<file path="src/rtl/csma_consts.svh">
// widths follow the 802.11 MAC fields; all times count the 1 us tsf tick

`ifndef CSMA_CONSTS_SVH
`define CSMA_CONSTS_SVH

// timer and counter widths
`define CSMA_US_W   12
`define CSMA_SLOT_W 10
`define CSMA_NAV_W  15
`define CSMA_CW_W   4

// backoff timer holds slot count times slot time
`define CSMA_BO_W (`CSMA_SLOT_W + `CSMA_US_W)

// frame field widths
`define CSMA_MAC_W 48
`define CSMA_DUR_W 16

// slot LFSR, xnor feedback
`define CSMA_LFSR_W    32
`define CSMA_LFSR_INIT 32'h1020_f0cb
`define CSMA_LFSR_TAPS 32'h8020_0003 // bits 31, 21, 1 and 0

// longest ACK airtime added on top of the EIFS
`define CSMA_LONGEST_ACK_US 44

// contention window exponent ceiling
`define CSMA_MAX_CW_EXP 10

`endif

</file>
<file path="src/rtl/timing_pkg.sv">
// microsecond and slot types of the access engine; a slot count never exceeds 1023

`include "csma_consts.svh"

package timing_pkg;

    // microsecond counts for sifs, slot and the advance values
    typedef logic [`CSMA_US_W-1:0] usec_t;

    // number of backoff slots
    typedef logic [`CSMA_SLOT_W-1:0] slot_cnt_t;

    // contention window exponent
    typedef logic [`CSMA_CW_W-1:0] cw_exp_t;

    // deferral and backoff states
    typedef enum logic [2:0] {
        idle       = 3'd0,
        ch_busy    = 3'd1,
        wait_high  = 3'd2, // deferral only, no random slots
        wait_retry = 3'd3, // deferral ahead of random backoff
        run        = 3'd4,
        suspend    = 3'd5,
        wait_own   = 3'd6  // access granted, waiting for own tx
    } backoff_state_t;

endpackage

</file>
<file path="src/rtl/frame_pkg.sv">
// received frame field types; only duration values below 32768 ever reach the NAV

`include "csma_consts.svh"

package frame_pkg;

    // station address
    typedef logic [`CSMA_MAC_W-1:0] mac_addr_t;

    // duration/id field as received, bit 15 set means id
    typedef logic [`CSMA_DUR_W-1:0] duration_t;

    // NAV in microseconds
    typedef logic [`CSMA_NAV_W-1:0] nav_t;

    // per frame NAV decision
    typedef enum logic [1:0] {
        nav_idle     = 2'd0,
        nav_wait_dur = 2'd1,
        nav_check_ra = 2'd2,
        nav_update   = 2'd3
    } nav_state_t;

endpackage

</file>
<file path="src/rtl/nav_tracker.sv">
// NAV is set only from frames to other stations with a valid FCS; medium_idle is combinational on ch_idle

`include "csma_consts.svh"

module nav_tracker (
    input  logic                clk,
    input  logic                rstn,
    input  logic                tsf_tick,
    input  logic                hdr_strobe,
    input  logic                hdr_valid,
    input  logic                fc_valid,
    input  frame_pkg::duration_t duration,
    input  logic                addr1_valid,
    input  frame_pkg::mac_addr_t addr1,
    input  frame_pkg::mac_addr_t self_mac_addr,
    input  logic                fcs_valid,
    input  logic                nav_enable,
    input  logic                ch_idle,
    output frame_pkg::nav_t     nav,
    output logic                medium_idle
);

    import frame_pkg::*;

    nav_state_t nav_state;
    logic       nav_set;   // one cycle load request
    nav_t       nav_new;   // candidate value from the frame

    // virtual and physical carrier sense combined
    assign medium_idle = ch_idle && (!nav_enable || (nav == '0));

    // per frame decision
    always_ff @(posedge clk) begin
        if (!rstn) begin
            nav_state <= nav_idle;
            nav_set   <= 1'b0;
        end else begin
            nav_set <= 1'b0;
            if (hdr_strobe) begin
                // new header restarts the machine even if the last FCS never came
                nav_state <= hdr_valid ? nav_wait_dur : nav_idle;
            end else begin
                case (nav_state)
                    nav_idle: begin
                        nav_state <= nav_idle;
                    end
                    nav_wait_dur: begin
                        if (fc_valid && !duration[`CSMA_DUR_W-1]) begin
                            nav_state <= nav_check_ra;
                        end
                    end
                    nav_check_ra: begin
                        // frames to us leave the NAV alone
                        if (addr1_valid && (addr1 != self_mac_addr)) begin
                            nav_state <= nav_update;
                        end
                    end
                    nav_update: begin
                        if (fcs_valid) begin
                            nav_set   <= 1'b1;
                            nav_state <= nav_idle;
                        end
                    end
                    default: begin
                        nav_state <= nav_idle;
                    end
                endcase
            end
        end
    end

    // duration captured alongside the load request
    always_ff @(posedge clk) begin
        if ((nav_state == nav_update) && fcs_valid) begin
            nav_new <= duration[`CSMA_NAV_W-1:0];
        end
    end

    // NAV keeps the larger value, then counts down per us
    always_ff @(posedge clk) begin
        if (!rstn) begin
            nav <= '0;
        end else if (nav_set) begin
            nav <= (nav_new > nav) ? nav_new : nav;
        end else if (tsf_tick && (nav != '0)) begin
            nav <= nav - nav_t'(1);
        end
    end

endmodule

</file>
<file path="src/rtl/slot_draw.sv">
// LFSR advances only on draw_req; num_slot follows cw_exp combinationally and stays below 2**cw_exp

`include "csma_consts.svh"

module slot_draw (
    input  logic                 clk,
    input  logic                 rstn,
    input  logic                 draw_req,
    input  timing_pkg::cw_exp_t  cw_exp,
    output timing_pkg::slot_cnt_t num_slot
);

    import timing_pkg::*;

    logic [`CSMA_LFSR_W-1:0] lfsr;
    logic                    feedback;
    cw_exp_t                 exp_sat;
    slot_cnt_t               mask;     // low exp_sat bits set

    // xnor of the tapped bits
    assign feedback = ~^(lfsr & `CSMA_LFSR_TAPS);

    always_ff @(posedge clk) begin
        if (!rstn) begin
            lfsr <= `CSMA_LFSR_INIT;
        end else if (draw_req) begin
            lfsr <= {lfsr[`CSMA_LFSR_W-2:0], feedback};
        end
    end

    // exponent saturates at the largest window
    assign exp_sat = (cw_exp > cw_exp_t'(`CSMA_MAX_CW_EXP)) ?
                     cw_exp_t'(`CSMA_MAX_CW_EXP) : cw_exp;

    assign mask = ~({`CSMA_SLOT_W{1'b1}} << exp_sat); // zero for exponent 0

    // low bits of the LFSR inside the window
    assign num_slot = lfsr[`CSMA_SLOT_W-1:0] & mask;

endmodule

</file>
<file path="src/rtl/backoff_fsm.sv">
// triggers are taken only in idle; deferral and backoff counts saturate at zero and wrap above 12/22 bits

`include "csma_consts.svh"

module backoff_fsm (
    input  logic                  clk,
    input  logic                  rstn,
    input  logic                  tsf_tick,
    input  logic                  medium_idle,
    input  logic                  fcs_strobe,
    input  logic                  fcs_valid,
    input  logic                  difs_enable,
    input  logic                  eifs_enable,
    input  timing_pkg::usec_t     sifs_time,
    input  timing_pkg::usec_t     slot_time,
    input  timing_pkg::usec_t     difs_advance,
    input  timing_pkg::usec_t     backoff_advance,
    input  logic                  high_trigger,
    input  logic                  retrans_trigger,
    input  logic                  tx_ongoing,
    input  logic                  ack_tx,
    input  timing_pkg::slot_cnt_t num_slot,
    input  timing_pkg::cw_exp_t   cw_exp,
    output logic                  draw_req,
    output logic                  backoff_done,
    output timing_pkg::slot_cnt_t slot_log,
    output timing_pkg::cw_exp_t   cw_log
);

    import timing_pkg::*;

    backoff_state_t         state;
    usec_t                  wait_timer;  // deferral countdown
    logic [`CSMA_BO_W-1:0]  bo_timer;    // random backoff countdown
    logic                   last_rx_fail;

    usec_t                  difs_full;
    usec_t                  difs_time;
    usec_t                  eifs_full;
    usec_t                  eifs_time;
    usec_t                  defer_time;
    logic [`CSMA_BO_W-1:0]  slot_prod;
    logic [`CSMA_BO_W-1:0]  bo_adv_w;
    logic [`CSMA_BO_W-1:0]  bo_load;

    // DIFS before and after the advance
    assign difs_full = difs_enable ? (sifs_time + slot_time + slot_time) : '0;
    assign difs_time = (difs_full > difs_advance) ? (difs_full - difs_advance) : '0;

    // EIFS after a failed reception
    assign eifs_full = sifs_time + difs_full + usec_t'(`CSMA_LONGEST_ACK_US);
    assign eifs_time = (eifs_full > difs_advance) ? (eifs_full - difs_advance) : '0;

    assign defer_time = (eifs_enable && last_rx_fail) ? eifs_time : difs_time;

    // slots times slot time, less the advance
    assign slot_prod = {{`CSMA_US_W{1'b0}}, num_slot} * {{`CSMA_SLOT_W{1'b0}}, slot_time};
    assign bo_adv_w  = {{`CSMA_SLOT_W{1'b0}}, backoff_advance};
    assign bo_load   = (slot_prod > bo_adv_w) ? (slot_prod - bo_adv_w) : '0;

    assign backoff_done = (state == wait_own);

    always_ff @(posedge clk) begin
        if (!rstn) begin
            state        <= idle;
            wait_timer   <= '0;
            bo_timer     <= '0;
            last_rx_fail <= 1'b0;
            draw_req     <= 1'b0;
            slot_log     <= '0;
            cw_log       <= '0;
        end else begin
            draw_req <= 1'b0;
            if (fcs_strobe) begin
                last_rx_fail <= ~fcs_valid;
            end

            case (state)
                idle: begin
                    if (high_trigger) begin
                        slot_log <= '0; // no random slots on this path
                        cw_log   <= '0;
                    end
                    if (high_trigger || retrans_trigger) begin
                        wait_timer <= defer_time;
                        if (!medium_idle) begin
                            state <= ch_busy;
                        end else if (high_trigger) begin
                            state <= wait_high;
                        end else begin
                            state <= wait_retry;
                        end
                    end
                end

                ch_busy: begin
                    // full deferral again once the medium frees up
                    if (medium_idle) begin
                        wait_timer <= defer_time;
                        state      <= wait_retry;
                    end
                end

                wait_high: begin
                    if (tsf_tick && (wait_timer != '0)) begin
                        wait_timer <= wait_timer - usec_t'(1);
                    end
                    if (!medium_idle) begin
                        state <= ch_busy;
                    end else if (wait_timer == '0) begin
                        state <= wait_own;
                    end
                end

                wait_retry: begin
                    if (tsf_tick && (wait_timer != '0)) begin
                        wait_timer <= wait_timer - usec_t'(1);
                    end
                    // fresh slot count ready well before the deferral ends
                    if (tsf_tick && (wait_timer == usec_t'(2))) begin
                        draw_req <= 1'b1;
                    end
                    if (!medium_idle) begin
                        state <= ch_busy;
                    end else if (wait_timer == '0) begin
                        bo_timer <= bo_load;
                        slot_log <= num_slot;
                        cw_log   <= cw_exp;
                        state    <= run;
                    end
                end

                run: begin
                    if (!medium_idle) begin
                        state <= (bo_timer == '0) ? ch_busy : suspend;
                    end else if (bo_timer == '0) begin
                        state <= wait_own;
                    end else if (tsf_tick) begin
                        bo_timer <= bo_timer - {{(`CSMA_BO_W-1){1'b0}}, 1'b1};
                    end
                end

                suspend: begin
                    if (medium_idle) begin
                        state <= run; // remaining count kept
                    end
                end

                wait_own: begin
                    if (tx_ongoing) begin
                        state <= ack_tx ? ch_busy : idle;
                    end
                end

                default: begin
                    state <= idle;
                end
            endcase
        end
    end

endmodule

</file>
<file path="src/rtl/csma_ca.sv">
// channel access engine top; cw_exp is sampled when the random backoff starts

module csma_ca (
    input  logic                  clk,
    input  logic                  rstn,
    input  logic                  tsf_tick,        // 1 us strobe
    input  logic                  hdr_strobe,
    input  logic                  hdr_valid,
    input  logic                  fc_valid,
    input  frame_pkg::duration_t  duration,
    input  logic                  addr1_valid,
    input  frame_pkg::mac_addr_t  addr1,
    input  frame_pkg::mac_addr_t  self_mac_addr,
    input  logic                  fcs_strobe,
    input  logic                  fcs_valid,
    input  logic                  nav_enable,
    input  logic                  ch_idle,
    input  logic                  difs_enable,
    input  logic                  eifs_enable,
    input  timing_pkg::usec_t     sifs_time,
    input  timing_pkg::usec_t     slot_time,
    input  timing_pkg::usec_t     difs_advance,
    input  timing_pkg::usec_t     backoff_advance,
    input  logic                  high_trigger,
    input  logic                  retrans_trigger,
    input  logic                  tx_ongoing,
    input  logic                  ack_tx,
    input  timing_pkg::cw_exp_t   cw_exp,
    output frame_pkg::nav_t       nav,
    output logic                  medium_idle,
    output logic                  backoff_done,
    output timing_pkg::slot_cnt_t slot_log,
    output timing_pkg::cw_exp_t   cw_log
);

    import timing_pkg::*;

    logic      draw_req;
    slot_cnt_t num_slot;

    // carrier sense with NAV
    nav_tracker nav_tracker_inst (
        .clk           (clk),
        .rstn          (rstn),
        .tsf_tick      (tsf_tick),
        .hdr_strobe    (hdr_strobe),
        .hdr_valid     (hdr_valid),
        .fc_valid      (fc_valid),
        .duration      (duration),
        .addr1_valid   (addr1_valid),
        .addr1         (addr1),
        .self_mac_addr (self_mac_addr),
        .fcs_valid     (fcs_valid),
        .nav_enable    (nav_enable),
        .ch_idle       (ch_idle),
        .nav           (nav),
        .medium_idle   (medium_idle)
    );

    slot_draw slot_draw_inst (
        .clk      (clk),
        .rstn     (rstn),
        .draw_req (draw_req),
        .cw_exp   (cw_exp),
        .num_slot (num_slot)
    );

    backoff_fsm backoff_fsm_inst (
        .clk             (clk),
        .rstn            (rstn),
        .tsf_tick        (tsf_tick),
        .medium_idle     (medium_idle),
        .fcs_strobe      (fcs_strobe),
        .fcs_valid       (fcs_valid),
        .difs_enable     (difs_enable),
        .eifs_enable     (eifs_enable),
        .sifs_time       (sifs_time),
        .slot_time       (slot_time),
        .difs_advance    (difs_advance),
        .backoff_advance (backoff_advance),
        .high_trigger    (high_trigger),
        .retrans_trigger (retrans_trigger),
        .tx_ongoing      (tx_ongoing),
        .ack_tx          (ack_tx),
        .num_slot        (num_slot),
        .cw_exp          (cw_exp),
        .draw_req        (draw_req),
        .backoff_done    (backoff_done),
        .slot_log        (slot_log),
        .cw_log          (cw_log)
    );

endmodule

</file>
<file path="config.mk">
export PLATFORM = sky130hd
export DESIGN_NAME = csma_ca
export DESIGN_NICKNAME = d
export VERILOG_FILES = /design/src/rtl/timing_pkg.sv /design/src/rtl/frame_pkg.sv /design/src/rtl/nav_tracker.sv /design/src/rtl/slot_draw.sv /design/src/rtl/backoff_fsm.sv /design/src/rtl/csma_ca.sv
export VERILOG_INCLUDE_DIRS = /design/src /design/src/rtl
export SDC_FILE = /design/constraint.sdc
export NUM_CORES = 1
export LEC_CHECK = 0
export BUFFER_PORTS_ARGS = -buffer_cell sky130_fd_sc_hd__clkbuf_2
export CAP_MARGIN = 25
export CORE_MARGIN = 10
export CORE_UTILIZATION = 47
export CTS_BUF_LIST = sky130_fd_sc_hd__clkbuf_16
export CTS_CLUSTER_DIAMETER = 50
export DETAILED_ROUTE_END_ITERATION = 12
export HOLD_SLACK_MARGIN = 0.12
export PLACE_DENSITY = 0.77
export REMOVE_ABC_BUFFERS = 1
export SLEW_MARGIN = 5
export SYNTH_ARGS = -nofsm -noshare
export SYNTH_HDL_FRONTEND = slang
export SYNTH_SLANG_ARGS = --single-unit
</file>
<file path="constraint.sdc">
create_clock -name clk -period 8.45 [get_ports clk]
set_input_delay 0.845 -clock clk [delete_from_list [all_inputs] [get_ports clk]]
set_output_delay 0.845 -clock clk [all_outputs]
set_load 0.05 [all_outputs]
</file>
* Word-level counts from Yosys, hierarchy flattened
Index checks and enable logic that the tools add are counted.
Word-level totals: bits in registers 118, input bits 181
Operators by class: $add $sub $neg 10, reductions and logical operators 33, bitwise operators 5, order comparisons 5, equality and inequality tests 29, multiply operators 1, shift operators 1, multiplexer cells 50
Operators with widths (number):
- $mux 22 | 6
- $mux 12 | 7
- $ne 48x48->1 | 1
- $mux 15 | 3
- $pmux 22 s2 | 1
- $add 12x12->12 | 3
- $mux 3 | 12
- $pmux 12 s3 | 1
- $reduce_xnor 32->1 | 1
- $mux 10 | 3
- $gt 12x12->1 | 2
- $sub 12x12->12 | 2
- $gt 22x12->1 | 1
- $logic_not 22->1 | 1
- $mul 10x12->22 | 1
- $sub 22x1->22 const B | 1
- $sub 22x12->22 | 1
- $pmux 3 s7 | 1
- $pmux 10 s2 | 1
- $mux 4 | 4
- $gt 15x15->1 | 1
- $logic_not 15->1 | 1
- $reduce_bool 15->1 | 1
- $sub 15x1->15 const B | 1
- 37 further kinds | 77

* Logic depth before layout (Yosys ltp)
Gate-level depths: netlist (run 1).
word-level depth 11, gate-level depth with buffers 31, mapped depth without buffers 28

* By module
From an unflattened synthesis (run 1), not the netlist that was laid out.
Unflattened totals: cell total of the unflattened synthesis 1708, area total of the unflattened synthesis 13989.7 um^2
Modules (own cells, without submodules):
- backoff_fsm | times used 1, seq. area each 1061.0 um^2, area each 9890.7 um^2, cells each 1275
- nav_tracker | times used 1, seq. area each 810.8 um^2, area each 2788.9 um^2, cells each 311
- slot_draw | times used 1, seq. area each 640.6 um^2, area each 1310.0 um^2, cells each 122

* Least setup slack after synthesis (run 1)
No wires, ideal clock.
kind input to register, start in cw_exp[1], end reg backoff_fsm_inst.bo_timer[16], buffers on the path 3, stages on the path 30, path slack 1.321 ns, data arrival time 6.997 ns, path through clkbuf_1 -> a211oi_1 -> nor2b_1 -> clkbuf_1 -> nand2_1 -> fa_1 -> inv_1 -> fa_1 -> inv_1 -> fa_1 -> inv_1 -> fa_1 -> inv_1 -> fa_1 -> inv_1 -> ha_1 -> nand3_1 -> nor3_1 -> and2_4 -> nor2_1 -> xnor2_1 -> ha_1 -> a21oi_1 -> o21a_1 -> o211ai_1 -> nor3_1 -> nand4_1 -> buf_2 -> o211ai_1 -> a31oi_1
On the way: word-level cells in the longest chain between the ends 11, elaborated cells between the ends (all ways) 12, those cells by class add/sub (1); mul (1); order compare (2); shift (1); mux (5); bitwise (2)
Ends and longest elaborated chain:
- from (decl) | RTL line csma_ca.sv:28 | input timing_pkg::cw_exp_t cw_exp,
- $gt 4x4->1 | RTL line slot_draw.sv:32 | assign exp_sat = (cw_exp > cw_exp_t'(`CSMA_MAX_CW_EXP)) ?
- $mux 4 * | RTL line slot_draw.sv:32
- $shl 10x4->10 * | RTL line slot_draw.sv:35 | assign mask = ~({`CSMA_SLOT_W{1'b1}} << exp_sat);
- $not 10->10 * | RTL line slot_draw.sv:35
- $and 10x10->10 * | RTL line slot_draw.sv:38 | assign num_slot = lfsr[`CSMA_SLOT_W-1:0] & mask;
- $mul 10x12->22 * | RTL line backoff_fsm.sv:57 | assign slot_prod = {{`CSMA_US_W{1'b0}}, num_slot} * {{`CSMA_SLOT_W{1'b0}}, slot_time};
- $sub 22x12->22 / $gt 22x12->1 (equally long branches) | RTL line backoff_fsm.sv:59 | assign bo_load = (slot_prod > bo_adv_w) ? (slot_prod - bo_adv_w) : '0;
- $mux 22 * | RTL line backoff_fsm.sv:59
- $mux 22 * | RTL line backoff_fsm.sv:125 | end else if (wait_timer == '0) begin
- $mux 22 * | RTL line backoff_fsm.sv:123 | if (!medium_idle) begin
- $pmux 22 s2 * | RTL line backoff_fsm.sv:78 | case (state)
- to (signal assigned) | RTL line backoff_fsm.sv:126 | bo_timer <= bo_load;
- to (signal assigned) | RTL line backoff_fsm.sv:139 | bo_timer <= bo_timer - {{(`CSMA_BO_W-1){1'b0}}, 1'b1};
- to (decl) | RTL line backoff_fsm.sv:34 | logic [`CSMA_BO_W-1:0] bo_timer;
Mark *: on every way between the ends. The rest lies on a longest branch, timed or not. The select of a mux whose other input is x is not followed. A chain may end at the register's enable or synchronous reset.

* Worst setup path after layout (run 1)
start in cw_exp[3], end reg backoff_fsm_inst.bo_timer[16]
Same word-level chain as after synthesis.

==> results of run 1 <==
==> registers in the layout (all words and copies together) (netlist names) <==
signal	count
backoff_fsm_inst.bo_timer	22
backoff_fsm_inst.cw_log	4
backoff_fsm_inst.draw_req	1
backoff_fsm_inst.last_rx_fail	1
backoff_fsm_inst.slot_log	10
backoff_fsm_inst.state	3
backoff_fsm_inst.wait_timer	12
nav_tracker_inst.nav	15
nav_tracker_inst.nav_new	15
nav_tracker_inst.nav_set	1
nav_tracker_inst.nav_state	2
slot_draw_inst.lfsr	32
==> Yosys cell counts (all sizes together), types with 10 or more instances <==
cell type  instances  area, um^2
a211oi            12         100
a21o              30         225
a21oi            120         604
a31oi             24         163
and2              78         490
and3              19         119
buf               17        81.3
clkbuf            56         210
dfxtp            103        2060
edfxtp            15         450
fa                83        1660
ha               144        1800
inv              169         634
mux2i             36         360
nand2            151         567
nand2b            10        62.6
nand3             56         280
nand4             20         125
nor2              97         364
nor2b             18         113
nor3              52         265
nor4              27         199
o21a              19         143
o21ai             75         375
o21bai            11        82.6
o31ai             10        88.8
or3               11        68.8
xnor2             50         438
xor2              74         648
==> worst max-delay path, delay by kind of cell <==
kind	cells	cell delay, ns
buffers and inverters	6	0.60
and+or+nand+nor	9	2.06
AOI/OAI and AO/OA	4	1.06
adders and majority gates	7	3.29
xor gates and xnor gates	1	0.16
==> power by group through the flow <==
stage	sequential (mW)	clock (mW)	combinational, mW
after detailed placement	0.723	0	2.56
after global routing	0.726	0.781	2.90
after floorplan	0.802	0	1.86
final	0.714	0.750	2.63
after global placement	0.720	0	2.52
after CTS	0.711	0.752	2.58
==> kinds of logic after synthesis <==
logic type,after synthesis,synth area share [%]
AND/OR/NAND/NOR,567,20.8
XOR/XNOR,124,7.86
adder cells (fa/ha/maj),227,25.1
flip-flops,118,18.2
AO/OA/AOI/OAI,389,18.5
multiplexers,39,2.85
buffers and inverters,243,6.73
==> layer usage <==
| metal | vias up | GRT usage, % | wire [um] |
|---|---|---|---|
| li1 | 6302 | - | - |
| met1 | 6170 | 26.8 | 16400 |
| met2 | 430 | 36.9 | 19300 |
| met3 | 73 | 2.88 | 2500 |
| met4 | 0 | 6.43 | 969 |
| met5 | - | 0 | 0 |
==> final timing paths <==
check / startpoint / end / slack (ns) / cells past startpoint
min reg2reg: backoff_fsm_inst.slot_log[6]$_SDFFE_PN0P_ / backoff_fsm_inst.slot_log[6]$_SDFFE_PN0P_ / 0.45 / 2
max: cw_exp[3] / backoff_fsm_inst.bo_timer[16]$_SDFFE_PN0P_ / 0.70 / 27
max reg2reg: slot_draw_inst.lfsr[1]$_SDFFE_PN1P_ / backoff_fsm_inst.bo_timer[16]$_SDFFE_PN0P_ / 1.12 / 26
min: backoff_fsm_inst.slot_log[6]$_SDFFE_PN0P_ / backoff_fsm_inst.slot_log[6]$_SDFFE_PN0P_ / 0.45 / 2
==> stage by stage <==
step | power [mW] | setup WS [ns] | utilization [%] | hold slack [ns]
5_1_grt | 4.41 | 0.142 | 54.6 | 0.472
3_5_place_dp | 3.28 | 0.390 | 52.4 | 0.447
6_report | 4.09 | 0.705 | 54.6 | 0.451
4_1_cts | 4.05 | 0.780 | 54.6 | 0.454
2_1_floorplan | 2.66 | 1.48 | - | 0.440
3_3_place_gp | 3.24 | 0.598 | 52.4 | 0.439
==> final cells by class <==
class,instances,share of cell area (%)
clock buffers,19,3.02
clock inverters,13,0.889
multi-input cells,1346,65.8
flip-flops and latches,118,15.9
repair buffers,222,7.22
well taps,384,3.05
inverters,170,4.05
==> load_flow_metrics.sql, run 1 <==
INSERT INTO impl_metrics (metric_group, metric, value, unit) VALUES
('yosys', 'ys_seq_elements', '118', ''),
('place', 'area_after_detailed_placement', '15100', 'um^2'),
('setup_path', 'crit_path_max_fanout', '23', ''),
('grt', 'global_route.overflow_total', '0', ''),
('final_layout', 'layout_common_cells', 'sky130_fd_sc_hd__clkbuf_2, sky130_fd_sc_hd__inv_1, sky130_fd_sc_hd__nand2_1', ''),
('setup_path', 'timing.critical_path.from_type', 'input port', ''),
('final_layout', 'n_fill_cell', '2636', ''),
('die', 'chipHeight', '191', 'um'),
('pwr', 'fraction_of_power_consumed_by_combinational_cells', '64.2', '%'),
('final_layout', 'num-nets-final', '2283', ''),
('grt', 'pin_count_of_the_biggest_net_entering_global_routing', '46', ''),
('clock_network', 'tritoncts', 'built', ''),
('yosys', 'netlist_instances', '1707', ''),
('timing', 'setup_total_negative_slack', '0', 'ns'),
('timing', 'timing.fmax', '129', 'MHz'),
('clock_network', 'cts_max_level', '4', ''),
('place', 'port_buffers', '211', ''),
('clock_network', 'clk_lat_worst_skew', '0.43', 'ns'),
('grt', 'wire_length_of_the_first_global_routing_pass', '64.7', 'mm'),
('yosys', 'yosysSeqAreaShare', '18.2', '%'),
('drt', 'dr_total_vias', '13000', ''),
('yosys', 'number_of_synthesized_flops_with_an_enable_pin', '15', ''),
('die', 'die_w', '191', 'um'),
('setup_path', 'timing.critical_path.slowest_cell_delay', '0.57', 'ns'),
('pwr', 'power.leakage', '7.37', 'nW'),
('clock_network', 'cts.root.buffer_cell', 'sky130_fd_sc_hd__clkbuf_16', ''),
('clock_network', 'cts_hold_buffers', '0', ''),
('yosys', 'yosys_warnings', '0', ''),
('drt', 'antenna_violating_nets_post_route', '0', ''),
('die', 'dieArea', '36700', 'um^2'),
('place', 'dp.final_hpwl', '31.4', 'mm'),
('yosys', 'ys_dominant_reg_cell', 'sky130_fd_sc_hd__dfxtp_1', ''),
('pwr', 'seq_power_share', '17.4', '%'),
('setup_path', 'criticalPathCategory', 'input port to register', ''),
('drt', 'routed_via_density', '5.71', ''),
('yosys', 'syn-mean-instance-area', '8.09', 'um^2'),
('final_layout', 'final_cell_count_no_fill', '2272', ''),
('min_path', 'timing.hold.worst.class', 'register to register', ''),
('place', 'routabilityCongestion', '0.947', ''),
('clock_network', 'clk_pin_slew_worst_paths', '0.06', 'ns'),
('timing', 'max-slew-margin-rel', '36.3', '%'),
('die', 'ports_placed_on_the_boundary', '212', ''),
('clock_network', 'post_cts.repair.setup_buffers', '0', ''),
('pwr', 'clock_power_share', '18.3', '%'),
('flow_run', 'cap_violations', '0', ''),
('final_layout', 'n_antenna_cell', '0', ''),
('timing', 'period_share', '91.7', '%'),
('setup_path', 'cp.arrival', '8.04', 'ns'),
('run_status', 'status', 'completed', ''),
('final_layout', 'final_cell_area', '15800', 'um^2'),
('drt', 'finalWirelength', '39.2', 'mm'),
('drt', 'post_drt_wl_per_cell', '17.2', 'um'),
('pwr', 'power_density', '260', 'nW/um^2'),
('yosys', 'post_synth_num_cell_types', '87', ''),
('final_layout', 'sequential_cell_area', '2510', 'um^2'),
('pwr', 'max-vdd-ir-drop', '277', 'uV'),
('clock_network', 'number_of_clock_buffers_inserted_by_tritoncts', '17', ''),
('yosys', 'synthesized_area', '13800', 'um^2'),
('final_layout', 'syn_to_final_growth', '14.1', '%'),
('clock_network', 'cts_max_path_buffers', '2', ''),
('die', 'core_region_area', '28900', 'um^2'),
('timing', 'unrepaired_setup_endpoints_after_global_routing', 'no', ''),
('yosys', 'asyncSetResetFlopFracSynth', '0', '%'),
('timing', 'number_of_failing_setup_endpoints_in_the_final_timing_report', '0', ''),
('grt', 'grt_antenna_before_repair', '0', ''),
('pwr', 'switching_share', '48.3', '%'),
('place', 'placed_cells_incl_taps', '2238', ''),
('setup_path', 'timing.critical_path.slowest_stage_cell', 'sky130_fd_sc_hd__o31a_1', ''),
('grt', 'gr-usage-all-layers', '21.3', '%'),
('pwr', 'switchingPower', '1.97', 'mW'),
('timing', 'hold_violations', '0', '');
Power figures use the tool's default switching activity.
==> run 2, diff against run 1 <==
PLACE_DENSITY = 0.69   (was 0.77)
==> run 2 against run 1 <==
  * Total power down 0.65%
  * Sequential cell count unchanged
  * Worst hold slack better by 0.0013 ns
  * Die area unchanged
  * Wire length up 0.67%
  * Core utilization is essentially flat
  * Sequential power barely moved
  * Largest power group unchanged
==> load_flow_metrics.sql, run 2 (synthesized netlist as in run 1, its figures left out) <==
INSERT INTO impl_metrics (metric_group, metric, value, unit) VALUES
('die', 'ports_placed_on_the_boundary', '212', ''),
('setup_path', 'worst_r2r_startpoint', 'slot_draw_inst.lfsr[5]$_SDFFE_PN0P_', ''),
('drt', 'first_iter_violations', '881', ''),
('clock_network', 'cts_hold_buffers', '0', ''),
('drt', 'routed_via_density', '5.62', ''),
('drt', 'dr_total_vias', '12800', ''),
('timing', 'fin_crit', '7.74', 'ns'),
('clock_network', 'clock-sinks', '118', ''),
('drt', 'remaining_drc_errors', '0', ''),
('timing', 'hold_violations', '0', ''),
('clock_network', 'post_cts.repair.setup_buffers', '0', ''),
('clock_network', 'clk_lat_worst_skew', '0.43', 'ns'),
('min_path', 'timing.hold.worst.class', 'register to register', ''),
('setup_path', 'crit_path_max_fanout', '23', ''),
('die', 'die_w', '191', 'um'),
('drt', 'routed.top_layer', 'met4', ''),
('drt', 'route.layer.met1.wl', '17.2', 'mm'),
('run_status', 'status', 'completed', ''),
('setup_path', 'cp.arrival', '8.05', 'ns'),
('clock_network', 'cts.root.buffer_cell', 'sky130_fd_sc_hd__clkbuf_16', ''),
('timing', 'timing.final.max_slew_violations', '0', ''),
('drt', 'route.met2.wl', '19.4', 'mm'),
('final_layout', 'layout_common_cells', 'sky130_fd_sc_hd__clkbuf_2, sky130_fd_sc_hd__inv_1, sky130_fd_sc_hd__nand2_1', ''),
('place', 'dp.final_hpwl', '31.8', 'mm'),
('drt', 'drtPass1Iterations', '5', ''),
('drt', 'antenna_violating_nets_post_route', '0', ''),
('grt', 'pin_count_of_the_biggest_net_entering_global_routing', '53', ''),
('die', 'chipHeight', '191', 'um'),
('setup_path', 'crit_path_leading_delay_family', 'adder cells', ''),
('setup_path', 'critical_path_required', '8.75', 'ns'),
('setup_path', 'timing.critical_path.slowest_stage_cell', 'sky130_fd_sc_hd__nor2b_1', ''),
('drt', 'finalWirelength', '39.4', 'mm'),
('timing', 'setup_total_negative_slack', '0', 'ns'),
('die', 'starting_utilization_of_the_core_area', '47.9', '%'),
('final_layout', 'post_route_cells_drive_above_1_share', '15.2', '%'),
('timing', 'max-slew-margin-rel', '36.4', '%'),
('timing', 'number_of_failing_setup_endpoints_in_the_final_timing_report', '0', ''),
('pwr', 'max-vdd-ir-drop', '273', 'uV'),
('timing', 'timing.fmax', '129', 'MHz'),
('die', 'dieArea', '36700', 'um^2'),
('clock_network', 'cts.repair.resized', '0', ''),
('grt', 'grt_pass1_vias', '12800', ''),
('grt', 'wire_length_of_the_first_global_routing_pass', '64.7', 'mm'),
('min_path', 'hold_start', 'backoff_fsm_inst.slot_log[1]$_SDFFE_PN0P_', ''),
('final_layout', 'n_antenna_cell', '0', ''),
('timing', 'unrepaired_setup_endpoints_after_global_routing', 'no', ''),
('flow_run', 'cap_violations', '0', ''),
('setup_path', 'timing.critical_path.slowest_cell_delay', '0.63', 'ns'),
('drt', 'met3_routed_wl', '2.17', 'mm'),
('clock_network', 'cts_max_path_buffers', '2', ''),
('final_layout', 'syn_to_final_growth', '14.0', '%'),
('setup_path', 'timing.critical_path.from', 'cw_exp[3]', ''),
('grt', 'gr-usage-all-layers', '21.4', '%'),
('pwr', 'power.leakage', '7.36', 'nW'),
('final_layout', 'final_core_utilization', '54.6', '%'),
('final_layout', 'num-nets-final', '2285', ''),
('pwr', 'power_density', '258', 'nW/um^2'),
('clock_network', 'number_of_clock_buffers_inserted_by_tritoncts', '17', ''),
('final_layout', 'final_common_cell', 'sky130_fd_sc_hd__clkbuf_2', ''),
('die', 'row_count', '62', ''),
('timing', 'worst_clock_skew', '0.0121', 'ns'),
('final_layout', 'biggest_registers_after_layout', 'slot_draw_inst.lfsr: 32 flops, backoff_fsm_inst.bo_timer: 22 flops', ''),
('final_layout', 'regMostFlops', 'slot_draw_inst.lfsr', ''),
('clock_network', 'cts_max_level', '4', ''),
('final_layout', 'n_fill_cell', '2689', ''),
('place', 'routabilityCongestion', '0.934', ''),
('timing', 'period_share', '91.6', '%'),
('final_layout', 'largest_register_ff_count', '32', ''),
('timing', 'max_slew.worst_pin.slew', '0.954', 'ns'),
('die', 'core_region_area', '28900', 'um^2'),
('clock_network', 'tritoncts', 'built', ''),
('setup_path', 'cell_type_with_the_highest_occurrence_count_on_the_critical_path', 'sky130_fd_sc_hd__fa_1', ''),
('grt', 'global_route.overflow_total', '0', ''),
('drt', 'post_drt_wl_per_cell', '17.3', 'um'),
('place', 'port_buffers', '211', ''),
('setup_path', 'crit_path_end_kind', 'register', ''),
('grt', 'grt_antenna_before_repair', '0', ''),
('setup_path', 'critical_path.n_buffers_inverters', '3', ''),
('setup_path', 'timing.critical_path.from_type', 'input port', ''),
('clock_network', 'clk_pin_slew_worst_paths', '0.06', 'ns'),
('setup_path', 'criticalPathCategory', 'input port to register', '');
## run 2: changes by cell type in the layout (fill, tap and decap cells not counted)
cell	change
sky130_fd_sc_hd__clkinv_4	+1
sky130_fd_sc_hd__buf_6	+1
sky130_fd_sc_hd__clkinv_2	-2
sky130_fd_sc_hd__bufinv_16	-1
sky130_fd_sc_hd__inv_6	+4
sky130_fd_sc_hd__clkbuf_16	-1
sky130_fd_sc_hd__buf_4	+1
sky130_fd_sc_hd__clkinvlp_4	-1
## run 2: worst paths after layout
kind	to	slack (ns)	depth (start not counted)
hold reg to reg	backoff_fsm_inst.slot_log[1]$_SDFFE_PN0P_	0.45	2
setup reg to reg	backoff_fsm_inst.bo_timer[16]$_SDFFE_PN0P_	1.22	23
hold / removal	backoff_fsm_inst.slot_log[1]$_SDFFE_PN0P_	0.45	2
setup / recovery	backoff_fsm_inst.bo_timer[16]$_SDFFE_PN0P_	0.71	25
## run 2: per-layer routing
layer  global-route usage [%]  vias up
met4                     5.56        0
met2                     37.2      379
met3                     2.88       46
li1                         -     6310
met1                     27.3     6050
met5                        0        -
## run 2: power by group
part | internal, mW | total, mW | switching [mW]
Combinational | 1.02 | 2.61 | 1.59
Sequential | 0.625 | 0.714 | 0.0890
Clock | 0.430 | 0.736 | 0.307
## run 2: cell type report
cell class / count / area, um^2 / share of cell area (%)
clock buffers: 18 / 450 / 2.86
clock inverters: 14 / 136 / 0.866
inverters: 170 / 638 / 4.05
multi-input cells: 1346 / 10400 / 65.9
flip-flops and latches: 118 / 2510 / 16.0
well taps: 384 / 480 / 3.05
repair buffers: 224 / 1160 / 7.35
## run 2: metrics by stage
stage                     setup WS [ns]  instances  hold WS [ns]  instance area (um^2)  total power [mW]
final                             0.707       2274         0.452                 15800              4.06
after detailed placement          0.387       2242         0.445                 15200              3.30
after CTS                         0.787       2274         0.454                 15800              4.05
after floorplan                    1.48       1634         0.440                 13500              2.66
after global routing              0.161       2274         0.476                 15800              4.39
after global placement            0.587       2241         0.439                 15200              3.26
## run 2: worst reg2reg max path, stage by stage (launching register included)
cell                       delay (ns)
sky130_fd_sc_hd__dfxtp_1         0.34
sky130_fd_sc_hd__nor2b_1         0.64
sky130_fd_sc_hd__and2_1          0.25
sky130_fd_sc_hd__fa_1            0.45
sky130_fd_sc_hd__fa_1            0.57
sky130_fd_sc_hd__fa_1            0.42
sky130_fd_sc_hd__fa_1            0.50
sky130_fd_sc_hd__inv_1           0.05
sky130_fd_sc_hd__fa_1            0.48
sky130_fd_sc_hd__inv_1           0.04
sky130_fd_sc_hd__ha_1            0.39
sky130_fd_sc_hd__nand3_1         0.17
sky130_fd_sc_hd__nor3_1          0.30
sky130_fd_sc_hd__and2_4          0.23
sky130_fd_sc_hd__nor2_1          0.05
sky130_fd_sc_hd__xnor2_1         0.25
sky130_fd_sc_hd__ha_1            0.34
sky130_fd_sc_hd__a21oi_1         0.16
sky130_fd_sc_hd__o21a_1          0.20
sky130_fd_sc_hd__o211ai_1        0.14
sky130_fd_sc_hd__nor3_1          0.28
sky130_fd_sc_hd__nand4_1         0.51
sky130_fd_sc_hd__o211ai_1        0.25
sky130_fd_sc_hd__a31oi_1         0.10
